<file path="config.mk">
export PLATFORM = sky130hd
export DESIGN_NAME = video_gen_top
export DESIGN_NICKNAME = d
export VERILOG_FILES = /design/src/rtl/xv_pkg.sv /design/src/rtl/video_timing_if.sv /design/src/rtl/pixel_fetch.sv /design/src/rtl/vgen_regs.sv /design/src/rtl/video_gen_top.sv /design/src/rtl/video_timing.sv
export SDC_FILE = /design/constraint.sdc
export NUM_CORES = 1
export LEC_CHECK = 0
export BUFFER_PORTS_ARGS = -buffer_cell sky130_fd_sc_hd__buf_2
export CAP_MARGIN = 25
export CORE_MARGIN = 2
export CORE_UTILIZATION = 45
export CTS_CLUSTER_SIZE = 28
export DETAILED_ROUTE_END_ITERATION = 8
export PLACE_DENSITY = 0.74
export SYNTH_ARGS = -nofsm -noshare
export SYNTH_HDL_FRONTEND = slang
export SYNTH_HIERARCHICAL = 1
export SYNTH_SLANG_ARGS = --single-unit
</file>
<file path="constraint.sdc">
create_clock -name clk -period 3.45 [get_ports clk]
set_clock_uncertainty 0.1 [all_clocks]
set_input_delay 0.1725 -clock clk [delete_from_list [all_inputs] [get_ports clk]]
set_output_delay 0.1725 -clock clk [all_outputs]
set_load 0.02 [all_outputs]
</file>
<file path="src/rtl/xv_pkg.sv">
/*
 * Shared widths, types, register numbers and sync polarities for the video generator.
 * RTL blocks and the testbench import what they need from here.
 */
`default_nettype none

package xv_pkg;

    localparam int VRAM_ADDR_W = 16;                // vram word address width
    localparam int VRAM_DATA_W = 16;                // vram data word width
    localparam int COUNT_W     = 11;                // beam counter width

    typedef logic [VRAM_ADDR_W-1:0] vram_addr_t;
    typedef logic [VRAM_DATA_W-1:0] vram_word_t;
    typedef logic [COUNT_W-1:0]     count_t;
    typedef logic [7:0]             pal_index_t;
    typedef logic [3:0]             reg_num_t;

    // config register numbers, gaps are unused and read as 0
    typedef enum logic [3:0] {
        DISPSTART  = 4'd0,
        DISPWIDTH  = 4'd1,
        GFXCTRL    = 4'd2,
        LINEINTR   = 4'd3,
        R_WIDTH    = 4'd8,
        R_HEIGHT   = 4'd9,
        R_SCANLINE = 4'd11
    } aux_reg_e;

    // phase order matters, each machine steps by +1 and wraps
    typedef enum logic [1:0] {
        PRE_SYNC  = 2'd0,
        SYNC      = 2'd1,
        POST_SYNC = 2'd2,
        VISIBLE   = 2'd3
    } video_state_e;

    typedef struct packed {
        vram_addr_t start_addr;                     // first word of the frame
        vram_addr_t line_width;                     // words per line
        pal_index_t colorbase;                      // upper nibble used for 4-bpp
        logic       plane_disable;                  // no fetch, index 0
        logic       line_intr_ena;
        count_t     line_intr;                      // scan line for vline interrupt
    } vgen_regs_t;

    localparam logic H_SYNC_POLARITY = 1'b0;        // 640x480 uses negative syncs
    localparam logic V_SYNC_POLARITY = 1'b0;

endpackage

`default_nettype wire
</file>
<file path="src/rtl/video_timing_if.sv">
/*
 * Beam position and line/frame events from the timing generator.
 * The register block and the pixel fetch each see their own subset.
 */
`timescale 1ns/10ps
`default_nettype none

interface video_timing_if;
    import xv_pkg::*;

    count_t h_count;                                // horizontal beam count
    count_t v_count;                                // current line
    logic   h_visible;
    logic   v_visible;
    logic   line_end;                               // last count of each line
    logic   frame_end;                              // last count of the frame

    modport source (output h_count, v_count, h_visible, v_visible, line_end, frame_end);
    modport regs   (input v_count, h_visible, v_visible);
    modport fetch  (input h_count, h_visible, v_visible, line_end, frame_end);

endinterface

`default_nettype wire

</file>
<file path="src/rtl/pixel_fetch.sv">
/*
 * Single 4-bpp bitmap plane.
 * Reads one VRAM word per 4 pixels ahead of the beam and shifts out palette
 * indexes aligned with the registered display enable.
 */
`timescale 1ns/10ps
`default_nettype none

module pixel_fetch #(
    parameter int H_VISIBLE = 640,
    parameter int H_FRONT   = 16,
    parameter int H_SYNC    = 96,
    parameter int H_BACK    = 48
) (
    input  wire logic               clk,
    input  wire logic               reset_i,
    input  wire xv_pkg::vgen_regs_t regs_cfg,
    video_timing_if.fetch           tmg,
    output logic                    vram_sel_o,
    output xv_pkg::vram_addr_t      vram_addr_o,
    input  wire xv_pkg::vram_word_t vram_data_i,     // valid one cycle after select
    output xv_pkg::pal_index_t      pal_index_o
);
    import xv_pkg::*;

    localparam int H_OFF   = H_FRONT + H_SYNC + H_BACK;
    localparam int H_TOTAL = H_OFF + H_VISIBLE;
    localparam count_t     FETCH_BEGIN = count_t'(H_OFF - 8);    // two words ahead
    localparam count_t     FETCH_END   = count_t'(H_TOTAL - 8);
    localparam logic [1:0] PHASE_OFS   = 2'(H_OFF % 4);

    vram_addr_t line_addr;                          // first word of current line
    vram_addr_t word_addr;                          // next word to read
    vram_word_t next_word;                          // word waiting for the shifter
    vram_word_t shift_word;                         // 4 pixels, leftmost on top
    logic [1:0] phase;                              // 0 on each 4-pixel boundary
    logic       in_window;
    logic       rd_go;
    logic       rd_sel;
    logic       rd_pending;

    assign phase     = tmg.h_count[1:0] - PHASE_OFS;
    assign in_window = tmg.v_visible && (tmg.h_count >= FETCH_BEGIN) &&
                       (tmg.h_count < FETCH_END);
    assign rd_go     = in_window && (phase == 2'd2) && !regs_cfg.plane_disable;

    // data lands at phase 0 of the next group, shifter loads at its phase 3
    assign vram_sel_o = rd_sel && !regs_cfg.plane_disable;

    always_ff @(posedge clk) begin
        if (reset_i) begin
            line_addr   <= '0;
            word_addr   <= '0;
            rd_sel      <= 1'b0;
            rd_pending  <= 1'b0;
            vram_addr_o <= '0;
            pal_index_o <= '0;
        end else begin
            rd_sel     <= rd_go;
            rd_pending <= vram_sel_o;

            if (rd_go) begin
                vram_addr_o <= word_addr;
                word_addr   <= word_addr + 1'b1;
            end

            if (tmg.frame_end) begin
                line_addr <= regs_cfg.start_addr;   // new start only per frame
                word_addr <= regs_cfg.start_addr;
            end else if (tmg.line_end && tmg.v_visible) begin
                line_addr <= line_addr + regs_cfg.line_width;
                word_addr <= line_addr + regs_cfg.line_width;
            end

            if (tmg.h_visible && tmg.v_visible && !regs_cfg.plane_disable) begin
                pal_index_o <= {regs_cfg.colorbase[7:4], shift_word[15:12]};
            end else begin
                pal_index_o <= '0;
            end
        end
    end

    always_ff @(posedge clk) begin
        if (rd_pending) begin
            next_word <= vram_data_i;
        end

        if (phase == 2'd3) begin
            shift_word <= next_word;                // next 4 pixels
        end else begin
            shift_word <= {shift_word[11:0], 4'h0};
        end
    end

endmodule

`default_nettype wire

</file>
<file path="src/rtl/vgen_regs.sv">
/*
 * Configuration registers of the video generator.
 * Strobed writes update the live config, read data is registered one cycle
 * after the register number is presented.
 */
`timescale 1ns/10ps
`default_nettype none

module vgen_regs #(
    parameter int H_VISIBLE = 640,
    parameter int V_VISIBLE = 480
) (
    input  wire logic               clk,
    input  wire logic               reset_i,
    input  wire logic               vgen_reg_wr_i,      // write strobe
    input  wire xv_pkg::reg_num_t   vgen_reg_num_i,
    input  wire xv_pkg::vram_word_t vgen_reg_data_i,
    output xv_pkg::vram_word_t      vgen_reg_data_o,
    output xv_pkg::vgen_regs_t      regs_cfg,
    video_timing_if.regs            tmg
);
    import xv_pkg::*;

    localparam vram_word_t RD_WIDTH   = vram_word_t'(H_VISIBLE);
    localparam vram_word_t RD_HEIGHT  = vram_word_t'(V_VISIBLE);
    localparam vram_addr_t LINE_WORDS = vram_addr_t'(H_VISIBLE / 4);  // 4 pixels per word

    always_ff @(posedge clk) begin
        if (reset_i) begin
            regs_cfg.start_addr    <= '0;
            regs_cfg.line_width    <= LINE_WORDS;
            regs_cfg.colorbase     <= '0;
            regs_cfg.plane_disable <= 1'b0;        // plane starts enabled
            regs_cfg.line_intr_ena <= 1'b0;
            regs_cfg.line_intr     <= '0;
        end else if (vgen_reg_wr_i) begin
            case (vgen_reg_num_i)
                DISPSTART: regs_cfg.start_addr <= vgen_reg_data_i;
                DISPWIDTH: regs_cfg.line_width <= vgen_reg_data_i;
                GFXCTRL: begin
                    regs_cfg.colorbase     <= vgen_reg_data_i[15:8];
                    regs_cfg.plane_disable <= vgen_reg_data_i[7];
                end
                LINEINTR: begin
                    regs_cfg.line_intr_ena <= vgen_reg_data_i[15];
                    regs_cfg.line_intr     <= vgen_reg_data_i[10:0];
                end
                default: begin                      // read-only or unused
                end
            endcase
        end
    end

    always_ff @(posedge clk) begin
        if (reset_i) begin
            vgen_reg_data_o <= '0;
        end else begin
            case (vgen_reg_num_i)
                DISPSTART:  vgen_reg_data_o <= regs_cfg.start_addr;
                DISPWIDTH:  vgen_reg_data_o <= regs_cfg.line_width;
                GFXCTRL:    vgen_reg_data_o <= {regs_cfg.colorbase, regs_cfg.plane_disable, 7'b0};
                LINEINTR:   vgen_reg_data_o <= {regs_cfg.line_intr_ena, 4'b0, regs_cfg.line_intr};
                R_WIDTH:    vgen_reg_data_o <= RD_WIDTH;
                R_HEIGHT:   vgen_reg_data_o <= RD_HEIGHT;
                // top bits set while in blanking
                R_SCANLINE: vgen_reg_data_o <= {~tmg.v_visible, ~tmg.h_visible, 3'b0, tmg.v_count};
                default:    vgen_reg_data_o <= '0;
            endcase
        end
    end

endmodule

`default_nettype wire

</file>
<file path="src/rtl/video_gen_top.sv">
/*
 * Top level of the video generator with a single 4-bpp bitmap plane.
 * Connects timing, config registers and pixel fetch; timing defaults to 640x480.
 */
`timescale 1ns/10ps
`default_nettype none

module video_gen_top #(
    parameter int H_VISIBLE = 640,
    parameter int H_FRONT   = 16,
    parameter int H_SYNC    = 96,
    parameter int H_BACK    = 48,
    parameter int V_VISIBLE = 480,
    parameter int V_FRONT   = 10,
    parameter int V_SYNC    = 2,
    parameter int V_BACK    = 33
) (
    input  wire logic               clk,
    input  wire logic               reset_i,
    input  wire logic               enable_i,
    input  wire logic               vgen_reg_wr_i,
    input  wire xv_pkg::reg_num_t   vgen_reg_num_i,
    input  wire xv_pkg::vram_word_t vgen_reg_data_i,
    output xv_pkg::vram_word_t      vgen_reg_data_o,
    output logic                    vram_sel_o,
    output xv_pkg::vram_addr_t      vram_addr_o,
    input  wire xv_pkg::vram_word_t vram_data_i,
    output xv_pkg::pal_index_t      pal_index_o,
    output logic                    hsync_o,
    output logic                    vsync_o,
    output logic                    dv_de_o,
    output logic                    vsync_intr_o,
    output logic                    vline_intr_o
);

    xv_pkg::vgen_regs_t regs_cfg;                   // live configuration

    video_timing_if tmg ();

    video_timing #(
        .H_VISIBLE (H_VISIBLE),
        .H_FRONT   (H_FRONT),
        .H_SYNC    (H_SYNC),
        .H_BACK    (H_BACK),
        .V_VISIBLE (V_VISIBLE),
        .V_FRONT   (V_FRONT),
        .V_SYNC    (V_SYNC),
        .V_BACK    (V_BACK)
    ) u_timing (
        .clk          (clk),
        .reset_i      (reset_i),
        .enable_i     (enable_i),
        .regs_cfg     (regs_cfg),
        .tmg          (tmg.source),
        .hsync_o      (hsync_o),
        .vsync_o      (vsync_o),
        .dv_de_o      (dv_de_o),
        .vsync_intr_o (vsync_intr_o),
        .vline_intr_o (vline_intr_o)
    );

    vgen_regs #(
        .H_VISIBLE (H_VISIBLE),
        .V_VISIBLE (V_VISIBLE)
    ) u_regs (
        .clk             (clk),
        .reset_i         (reset_i),
        .vgen_reg_wr_i   (vgen_reg_wr_i),
        .vgen_reg_num_i  (vgen_reg_num_i),
        .vgen_reg_data_i (vgen_reg_data_i),
        .vgen_reg_data_o (vgen_reg_data_o),
        .regs_cfg        (regs_cfg),
        .tmg             (tmg.regs)
    );

    pixel_fetch #(
        .H_VISIBLE (H_VISIBLE),
        .H_FRONT   (H_FRONT),
        .H_SYNC    (H_SYNC),
        .H_BACK    (H_BACK)
    ) u_fetch (
        .clk         (clk),
        .reset_i     (reset_i),
        .regs_cfg    (regs_cfg),
        .tmg         (tmg.fetch),
        .vram_sel_o  (vram_sel_o),
        .vram_addr_o (vram_addr_o),
        .vram_data_i (vram_data_i),
        .pal_index_o (pal_index_o)
    );

endmodule

`default_nettype wire

</file>
<file path="src/rtl/video_timing.sv">
/*
 * Horizontal and vertical sync state machines for the video generator.
 * Drives the beam position interface, registered syncs and display enable,
 * and the vsync and scan line interrupt pulses.
 */
`timescale 1ns/10ps
`default_nettype none

module video_timing #(
    parameter int H_VISIBLE = 640,
    parameter int H_FRONT   = 16,
    parameter int H_SYNC    = 96,
    parameter int H_BACK    = 48,
    parameter int V_VISIBLE = 480,
    parameter int V_FRONT   = 10,
    parameter int V_SYNC    = 2,
    parameter int V_BACK    = 33
) (
    input  wire logic               clk,
    input  wire logic               reset_i,
    input  wire logic               enable_i,        // sampled at frame end
    input  wire xv_pkg::vgen_regs_t regs_cfg,
    video_timing_if.source          tmg,
    output logic                    hsync_o,
    output logic                    vsync_o,
    output logic                    dv_de_o,
    output logic                    vsync_intr_o,
    output logic                    vline_intr_o
);
    import xv_pkg::*;

    localparam int H_OFF   = H_FRONT + H_SYNC + H_BACK;   // counts before visible pixels
    localparam int H_TOTAL = H_OFF + H_VISIBLE;
    localparam int V_TOTAL = V_VISIBLE + V_FRONT + V_SYNC + V_BACK;

    video_state_e h_state;
    video_state_e v_state;
    count_t       h_count;
    count_t       v_count;
    count_t       h_cmp;                            // last count of current h phase
    count_t       v_cmp;                            // last line of current v phase
    logic         line_end;
    logic         frame_end;
    logic         last_visible;                     // last pixel of last visible line
    logic         vg_enable;                        // frame-latched video enable

    // line starts with front porch, visible pixels are at the right end
    always_comb begin
        case (h_state)
            PRE_SYNC:  h_cmp = count_t'(H_FRONT - 1);
            SYNC:      h_cmp = count_t'(H_FRONT + H_SYNC - 1);
            POST_SYNC: h_cmp = count_t'(H_OFF - 1);
            default:   h_cmp = count_t'(H_TOTAL - 1);
        endcase
    end

    // frame starts with visible lines, blanking at the bottom
    always_comb begin
        case (v_state)
            VISIBLE:   v_cmp = count_t'(V_VISIBLE - 1);
            PRE_SYNC:  v_cmp = count_t'(V_VISIBLE + V_FRONT - 1);
            SYNC:      v_cmp = count_t'(V_VISIBLE + V_FRONT + V_SYNC - 1);
            default:   v_cmp = count_t'(V_TOTAL - 1);
        endcase
    end

    assign line_end     = (h_state == VISIBLE) && (h_count == h_cmp);
    assign frame_end    = line_end && (v_state == POST_SYNC) && (v_count == v_cmp);
    assign last_visible = line_end && (v_state == VISIBLE) && (v_count == v_cmp);

    assign tmg.h_count   = h_count;
    assign tmg.v_count   = v_count;
    assign tmg.h_visible = (h_state == VISIBLE);
    assign tmg.v_visible = (v_state == VISIBLE);
    assign tmg.line_end  = line_end;
    assign tmg.frame_end = frame_end;

    always_ff @(posedge clk) begin
        if (reset_i) begin
            h_state      <= PRE_SYNC;
            v_state      <= VISIBLE;                // line 0 is a visible line
            h_count      <= '0;
            v_count      <= '0;
            vg_enable    <= 1'b0;                   // blank until first frame end
            hsync_o      <= 1'b0;
            vsync_o      <= 1'b0;
            dv_de_o      <= 1'b0;
            vsync_intr_o <= 1'b0;
            vline_intr_o <= 1'b0;
        end else begin
            h_count <= line_end ? '0 : h_count + 1'b1;
            if (h_count == h_cmp) begin
                h_state <= video_state_e'(h_state + 2'd1);
            end

            if (line_end) begin
                v_count <= frame_end ? '0 : v_count + 1'b1;
                if (v_count == v_cmp) begin
                    v_state <= video_state_e'(v_state + 2'd1);
                end
            end

            if (frame_end) begin
                vg_enable <= enable_i;
            end

            hsync_o <= (h_state == SYNC) ? H_SYNC_POLARITY : ~H_SYNC_POLARITY;
            vsync_o <= (v_state == SYNC) ? V_SYNC_POLARITY : ~V_SYNC_POLARITY;
            dv_de_o <= vg_enable && (h_state == VISIBLE) && (v_state == VISIBLE);

            vsync_intr_o <= last_visible;
            // first count of the selected line
            vline_intr_o <= regs_cfg.line_intr_ena && (h_count == '0) &&
                            (v_count == regs_cfg.line_intr);
        end
    end

endmodule

`default_nettype wire

</file>
[Word level (Yosys, flattened, before mapping)]
Cells that the tools add are included.
Operators by class
  add/sub/neg operators: 6
  magnitude comparators: 2
  equal/unequal tests: 17
  multiplexer cells: 12
  bitwise logic cells: 3
  reductions and logical operators: 30
Operators by type and width (number)
  $pmux 16 s7: 1
  $mux 16: 6
  $pmux 10 s3: 2
  $add 11x1->11 const B: 2
  $eq 11x10->1: 2
  $add 16x1->16 const B: 1
  $add 16x16->16: 1
  $logic_and 1x1->1: 16
  $eq 2x2->1 const B: 6
  $eq 4x4->1 const B: 3
  $eq 11x11->1: 1
  $ge 11x8->1 const B: 1
  $logic_not 11->1: 1
  $lt 11x10->1 const B: 1
  $mux 11: 1
  $reduce_and 2->1: 5
  $eq 4x2->1 const B: 2
  $add 2x1->2 const B: 2
  $eq 2x1->1 const B: 2
  $eq 4x1->1 const B: 1
  $logic_not 2->1: 2
  $logic_not 4->1: 1
  $reduce_or 2->1: 2
  $not 1->1: 3
  other kinds (4): 5
Storage, ports and cells
  bits in registers: 191
  input port bits: 40
  logic and storage cells: 96

[Longest topological paths before layout]
Gate-level depths: netlist of run 1.
  depth after elaboration: 8
  mapped depth: 13

[Cells and area by module]
The synthesis of run 1 kept the hierarchy.
By module, submodules not included
  pixel_fetch: instances 1, cells each 447, area an instance 4222.8 sq um
  vgen_regs: instances 1, cells each 339, area an instance 2887.8 sq um
  video_timing: instances 1, cells each 204, area an instance 1773.0 sq um

[Worst setup path after synthesis of run 1]
Ideal clock, no wire load.
  path type: reg2reg
  from: reg u_timing.v_state[1]
  to: reg u_fetch.word_addr[13]
  data arrival time: 3.022 ns
  setup slack: 0.237 ns
  cell stages (with the launch flop): 11
  path buffers: 3
  period minus slack after synthesis: 3.213 ns
  path through: dfxtp_1 -> inv_1 -> ha_1 -> or4_1 -> a2111o_1 -> nor3_1 -> clkbuf_1 -> buf_1 -> clkbuf_1 -> nand2_1 -> a311oi_1
Between the ends
  elaborated cells on any way between the ends: 16
RTL lines
  start, declared: line video_timing.sv:37  | video_state_e v_state;
  start signal, assigned: line video_timing.sv:99  | v_state <= video_state_e'(v_state + 2'd1);
  $eq 2x1->1, or another cell as far along: line video_timing.sv:59  | case (v_state)
  $pmux 10 s3: line video_timing.sv:59
  $eq 11x10->1: line video_timing.sv:68  | assign frame_end = line_end && (v_state == POST_SYNC) && (v_count == v_cmp);
  $logic_and 1x1->1 *: line video_timing.sv:68
  net tmg.frame_end: line video_timing_if.sv:16  | logic frame_end;
  $reduce_bool 3->1 (no source line) or $mux 16 (tied branches)
  end signal, assigned: line pixel_fetch.sv:64  | word_addr <= word_addr + 1'b1;
  end signal, assigned: line pixel_fetch.sv:69  | word_addr <= regs_cfg.start_addr;
  end signal, assigned: line pixel_fetch.sv:72  | word_addr <= line_addr + regs_cfg.line_width;
  end, declared: line pixel_fetch.sv:33  | vram_addr_t word_addr;
Mark *: on every way through the listed nets, which the timed path passes. The rest lies on a longest branch.
A chain may end at the register's enable or synchronous reset.

[Worst setup path after layout of run 1]
  from: reg u_timing.v_state[0]
  to: reg u_fetch.word_addr[15]
Same word-level chain as after synthesis.

==> impl_metrics.toml, run 1 <==
[outcome]
status = "complete, no violations"

[sta]
fmax_mhz = 311
fin_crit_sh_pct = 93.1
min_period_ps = 3210
layout_setup_ws_ps = 240
slew_violations = 0
hold_viol_final = 0
setup-violations-final = 0
rsz0062_at_grt = "false"
fin_tns_setup_ps = 0
max-slew-margin-rel_pct = 41.1
worst_pin_slew_ps = 881

[synth]
netlist_instances = 990
synthArstFlopShare_pct = 0
synth-edff-count = 16
synthFlopType = "dfxtp_1"
synth_top_area_share_pct = 39.4
syn_area_per_cell_um2 = 8.97
ys_seq_area_share_pct = 44.8
synth_area_leaders = "dfxtp_1 39%, nand2_1 5.5%, edfxtp_1 5.4%"
synthTopCellsByCount = "175 x dfxtp_1, 131 x nand2_1, 102 x nor2_1"
yosysMostFrequentCell = "dfxtp_1"
yosys_warnings = 6
synth.distinct_cells = 81
synth_nets = 1057
synth_seq_cells = 191
synth_area_um2 = 8880
synth_largest_area_cell = "dfxtp_1"

[critical_path]
cp-end-kind = "register"
r2r_end = "u_fetch/word_addr[15]$_SDFFE_PP0P_"
path_class = "reg2reg"
crit_required_ps = 3670
rr_worst_depth = 12
critPathLaunchType = "register"
worstPathArrival_ps = 3430
r2r_slack_ps = 240
r2r-start = "u_timing/v_state[0]$_SDFFE_PP1P_"
crit_fanout = 38

[clocking]
cts-root-buf = "clkbuf_16"
cts_setup_buffers = 0
clock_sinks = 191
cts_tree = "built"
cts_made_buffers = 17
h-tree-depth = 4
path_clk_slew_ps = 80
insertion_delay_ps = 440
ctsLongestPathBuffers = 2

[hold_path]
min-delay-start = "vgen_reg_num_i[1]"
worstHoldEndpoint = "u_regs/vgen_reg_data_o[14]$_SDFF_PP0_"
hold_class = "in2reg"
holdPathStages = 3

[layout]
syn_to_final_growth_pct = 17.6
fin_nets = 1159
fin_util_pct = 53.9
layout-drive-gt1-share_pct = 14.9
diodes = 0

[detailed_routing]
routedWlPerCell_um = 17.0
wl_um = 23300
drt_pass1_iterations = 6
vias_per_cell = 5.61
ant_nets = 0
drtIter0Drc = 852
drc = 0
vias = 7688

[global_routing]
antenna_found_initial = 0
grt_overflow_total = 0
grt_pass1_vias = 7052
grt_usage_pct = 22.8
grt_pass1_wl_um = 37300
grt_max_degree = 49

[floorplan]
core_region_area_um2 = 19400
pin_count = 86
num_rows = 51
fp.dieArea_um2 = 20900
die_w_um = 145
start_util_pct = 45.8
die_height_um = 145

[placement]
place.port_buffers = 85
hpwlAfterDp_um = 16600
dp_slack_ps = 263
finalWeightedCongestion = 0.930

[power]
vdd_drop_max_mv = 0.326
p_leak_nw = 4.25
powerDensity_nw_per_um2 = 428

[job]
drv_cap = 0
registers in the layout, summed over array words and instances, names as in the netlist, 2 cells and up:
signal	flops
u_fetch/line_addr	16
u_fetch/next_word	16
u_fetch/pal_index_o	8
u_fetch/shift_word	16
u_fetch/vram_addr_o	16
u_fetch/word_addr	16
u_regs/regs_cfg	53
u_regs/vgen_reg_data_o	16
u_timing/h_state	2
u_timing/tmg.h_count	11
u_timing/tmg.v_count	11
u_timing/v_state	2
cell families (layout without fill, tap and decap cells):
family	count (synthesis)	after routing	share of synthesized area, %
muxes	57	57	6.63
buffers and inverters	73	188	4.04
xor gates and xnor gates	46	46	4.54
AOI/OAI and AO/OA	223	223	16.1
adders and majority gates	27	27	3.89
DFF	191	191	44.8
and+or+nand+nor	373	373	19.9
metrics by stage:
stage	cell area, um^2	instances	hold WS, ps	power [mW]
2_1_floorplan	8880	990	171	2.43
3_3_place_gp	9510	1304	251	2.50
3_5_place_dp	9510	1304	252	2.51
4_1_cts	10400	1370	81.6	4.48
5_1_grt	10500	1370	142	4.59
6_report	10500	1370	101	4.47
per-layer routing:
layer / vias up / wire (um) / track usage (%)
li1: 3716 / - / -
met1: 3582 / 10800 / 33.1
met2: 349 / 10200 / 34.8
met3: 41 / 1910 / 3.64
met4: 0 / 455 / 7.10
met5: - / 0 / 0
how the worst max path moves through the flow:
stage | start | to | slack, ps | depth (start not counted)
floorplan | u_timing/v_state[1]$_SDFFE_PP1P_ | u_fetch/word_addr[13]$_SDFFE_PP0P_ | 240 | 10
global placement | u_timing/v_state[1]$_SDFFE_PP1P_ | u_fetch/line_addr[8]$_SDFFE_PP0P_ | 370 | 10
detailed placement | u_timing/v_state[0]$_SDFFE_PP1P_ | u_fetch/line_addr[8]$_SDFFE_PP0P_ | 260 | 11
CTS | u_timing/v_state[0]$_SDFFE_PP1P_ | u_fetch/line_addr[8]$_SDFFE_PP0P_ | 250 | 11
global route | u_timing/v_state[0]$_SDFFE_PP1P_ | u_fetch/word_addr[10]$_SDFFE_PP0P_ | 30 | 12
finish | u_timing/v_state[0]$_SDFFE_PP1P_ | u_fetch/word_addr[15]$_SDFFE_PP0P_ | 240 | 12
cell usage in the layout, fill, tap and decap left out, types with 10 or more instances in the layout:
cell type and instances:
a22oi_1 11, o21ai_0 31, buf_2 84, mux2i_1 42, mux2_2 15, inv_1 16
a21oi_1 94, ha_1 26, nand3_1 20, and3_1 15, xnor2_1 31, edfxtp_1 16
dfxtp_1 175, nand4_1 12, nor2_1 101, and2_1 14, nor2b_1 10, nand2_1 131
buf_4 19, xor2_1 15, nor3_1 19, clkbuf_16 17, dlygate4sd3_1 34
final cells by class:
class                   count  area (um^2)
clock buffers              18          429
repair buffers            138          923
multi-input cells         726         4550
clock inverters            14          166
inverters                  18         67.6
well taps                 265          332
fillers                  1768         8950
flip-flops and latches    191         3980
what timing repair did:
item | CTS | global route
hold buffers | 34 | 0
hold endpoints to repair | 71 | 0
resized for setup | 0 | 1
setup endpoints to repair | 0 | 4
where the power goes:
group	internal, mW	total, mW	switching, mW
Clock	1.04	1.98	0.943
Sequential	2.26	2.27	0.0139
Combinational	0.0922	0.220	0.128
worst max-delay path: stages, from the launching register on:
cell      delay [ps]
dfxtp_1          390
inv_1             80
ha_1             270
or4bb_1          490
o22ai_1          160
nand3_1          250
nor3_2           290
buf_12           240
nand2b_1         190
nor2_1            90
nor3_1           200
a21oi_1           60
o41ai_1          280
Power figures use the tool's default switching activity.
==> run 2, diff against run 1 <==
--- a/config.mk
+++ b/config.mk
@@ -8,10 +8,10 @@
 export BUFFER_PORTS_ARGS = -buffer_cell sky130_fd_sc_hd__buf_2
 export CAP_MARGIN = 25
 export CORE_MARGIN = 2
-export CORE_UTILIZATION = 45
+export CORE_UTILIZATION = 54
 export CTS_CLUSTER_SIZE = 28
 export DETAILED_ROUTE_END_ITERATION = 8
-export PLACE_DENSITY = 0.74
+export PLACE_DENSITY = 0.85
 export SYNTH_ARGS = -nofsm -noshare
 export SYNTH_HDL_FRONTEND = slang
 export SYNTH_HIERARCHICAL = 1
==> run 2 against run 1 <==
Against the previous run: clock power barely moved; core utilization grew 11 points; first-iteration DRC count increased by 11%; worst setup slack got worse by 10 ps; clock-buffer cell count is the same; maximum frequency down 0.32%; global-route usage up 4.3 points; wire length rose by 1.9%; final cell count fell by 3.5%; combinational power hardly changed; sequential power barely moved; via count is 2.1% higher; critical path type unchanged; critical endpoint is now u_fetch/word_addr[2]$_SDFFE_PP0P_.
==> impl_metrics.toml, run 2 (synthesized netlist as in run 1, its figures left out) <==
[sta]
min_period_ps = 3220
fin_tns_setup_ps = 0
fin_crit_sh_pct = 93.4
worst_hold_slack_ps = 43.7
max-slew-margin-rel_pct = 43.6
slew_violations = 0
setup-violations-final = 0
hold_viol_final = 0
rsz0062_at_grt = "false"
fmax_mhz = 310
worst_pin_slew_ps = 844

[placement]
place.port_buffers = 85
placed_cell_area_um2 = 9470
dp.cells = 1257
hpwlAfterDp_um = 16400
finalWeightedCongestion = 0.954

[layout]
regArea_um2 = 3980
regMostFlops = "u_regs/regs_cfg"
fin_util_pct = 65.0
final_cell_mix = "175 x dfxtp_1, 131 x nand2_1, 102 x nor2_1, 94 x a21oi_1, 84 x buf_2"
layout-drive-gt1-share_pct = 15.1
largest_reg_flops = 53
multi_input_comb_area_um2 = 4550
final_cells = 1322
syn_to_final_growth_pct = 17.1
fin_nets = 1160
fillers = 1305
layout_commonest_cell = "dfxtp_1"
fin_area_um2 = 10400
diodes = 0

[detailed_routing]
drt_pass1_iterations = 5
routedWlPerCell_um = 18.0
drc = 0
vias = 7848
drtIter0Drc = 944
wl_um = 23800
ant_nets = 0
vias_per_cell = 5.94

[clocking]
cts_hold_buf = 33
cts_made_buffers = 17
h-tree-depth = 4
insertion_delay_ps = 440
path_clk_slew_ps = 70
cts.repair.resized = 0
cts_tree = "built"
cts-root-buf = "clkbuf_16"
ctsLongestPathBuffers = 2
cts_setup_buffers = 0
clock_sinks = 191

[critical_path]
cp-startpoint = "u_timing/v_state[0]$_SDFFE_PP1P_"
critical_path_buf_inv_count = 2
r2r_end = "u_fetch/word_addr[2]$_SDFFE_PP0P_"
worstPathCellList = "inv_1, ha_1, or4bb_1, o22ai_1, nand3_1, nor3_2, buf_4, nor2_1, a22oi_1, nand2b_1, a21oi_1, a211oi_1"
crit_fanout = 12
critPathLaunchType = "register"
cp_slowest_cell = "or4bb_1"
r2r_slack_ps = 230
r2r-start = "u_timing/v_state[0]$_SDFFE_PP1P_"
cp-end-kind = "register"
critPathMaxStageDelay_ps = 490
path_class = "reg2reg"
crit_required_ps = 3650
cp_top_family = "simple AND/OR/NAND/NOR gates"
worstPathArrival_ps = 3420
rr_worst_depth = 12

[floorplan]
pin_count = 86
start_util_pct = 55.5
die_w_um = 132
fp.dieArea_um2 = 17500
core_region_area_um2 = 16000
num_rows = 46
die_height_um = 132

[power]
powerDensity_nw_per_um2 = 432
vdd_drop_max_mv = 0.386
p_leak_nw = 4.27

[global_routing]
grt_pass1_vias = 7358
grt_overflow_total = 0
grt_pass1_wl_um = 37900
grt_max_degree = 48
antenna_found_initial = 0
grt_usage_pct = 27.1

[outcome]
status = "complete, no violations"

[hold_path]
holdPathStages = 2
hold_class = "in2reg"
min-delay-start = "reset_i"
worstHoldEndpoint = "u_regs/regs_cfg[12]$_SDFFE_PP0P_"

[job]
drv_cap = 0
run 2: final cells by class:
cell class	count	share of cell area [%]
Clock buffer	18	4.22
Clock inverter	14	1.65
Inverter	18	0.649
Multi-Input combinational cell	726	43.7
Sequential cell	191	38.3
Tap cell	216	2.60
Timing Repair Buffer	139	8.92
run 2: layer usage:
metal	track usage (%)	vias to the layer above	share of wire, %
met2	43.1	398	46
li1	-	3708	-
met5	0	-	0
met4	10.9	0	2.5
met1	36.9	3681	44
met3	4.61	61	7.9
run 2: report_power, final:
| part | leakage [nW] | total, mW | switching (mW) | internal (mW) |
|---|---|---|---|---|
| clock | 0.297 | 2.00 | 0.946 | 1.06 |
| sequential | 1.56 | 2.27 | 0.0150 | 2.26 |
| combinational | 2.41 | 0.219 | 0.129 | 0.0903 |
| total | 4.27 | 4.49 | 1.09 | 3.40 |
run 2: worst max-delay path by stage:
| stage | cells after the start | slack [ps] | end |
|---|---|---|---|
| after floorplan | 10 | 240 | u_fetch/word_addr[13]$_SDFFE_PP0P_ |
| after global placement | 12 | 430 | u_fetch/word_addr[2]$_SDFFE_PP0P_ |
| after detailed placement | 12 | 310 | u_fetch/word_addr[2]$_SDFFE_PP0P_ |
| after CTS | 12 | 270 | u_fetch/word_addr[2]$_SDFFE_PP0P_ |
| after global routing | 11 | 20 | u_fetch/word_addr[11]$_SDFFE_PP0P_ |
| final | 12 | 230 | u_fetch/word_addr[2]$_SDFFE_PP0P_ |
run 2: through the flow:
stage	total power [mW]	worst slack, ps
finish	4.49	229
global placement	2.50	429
detailed placement	2.50	311
CTS	4.50	271
floorplan	2.43	237
global route	4.62	21.4
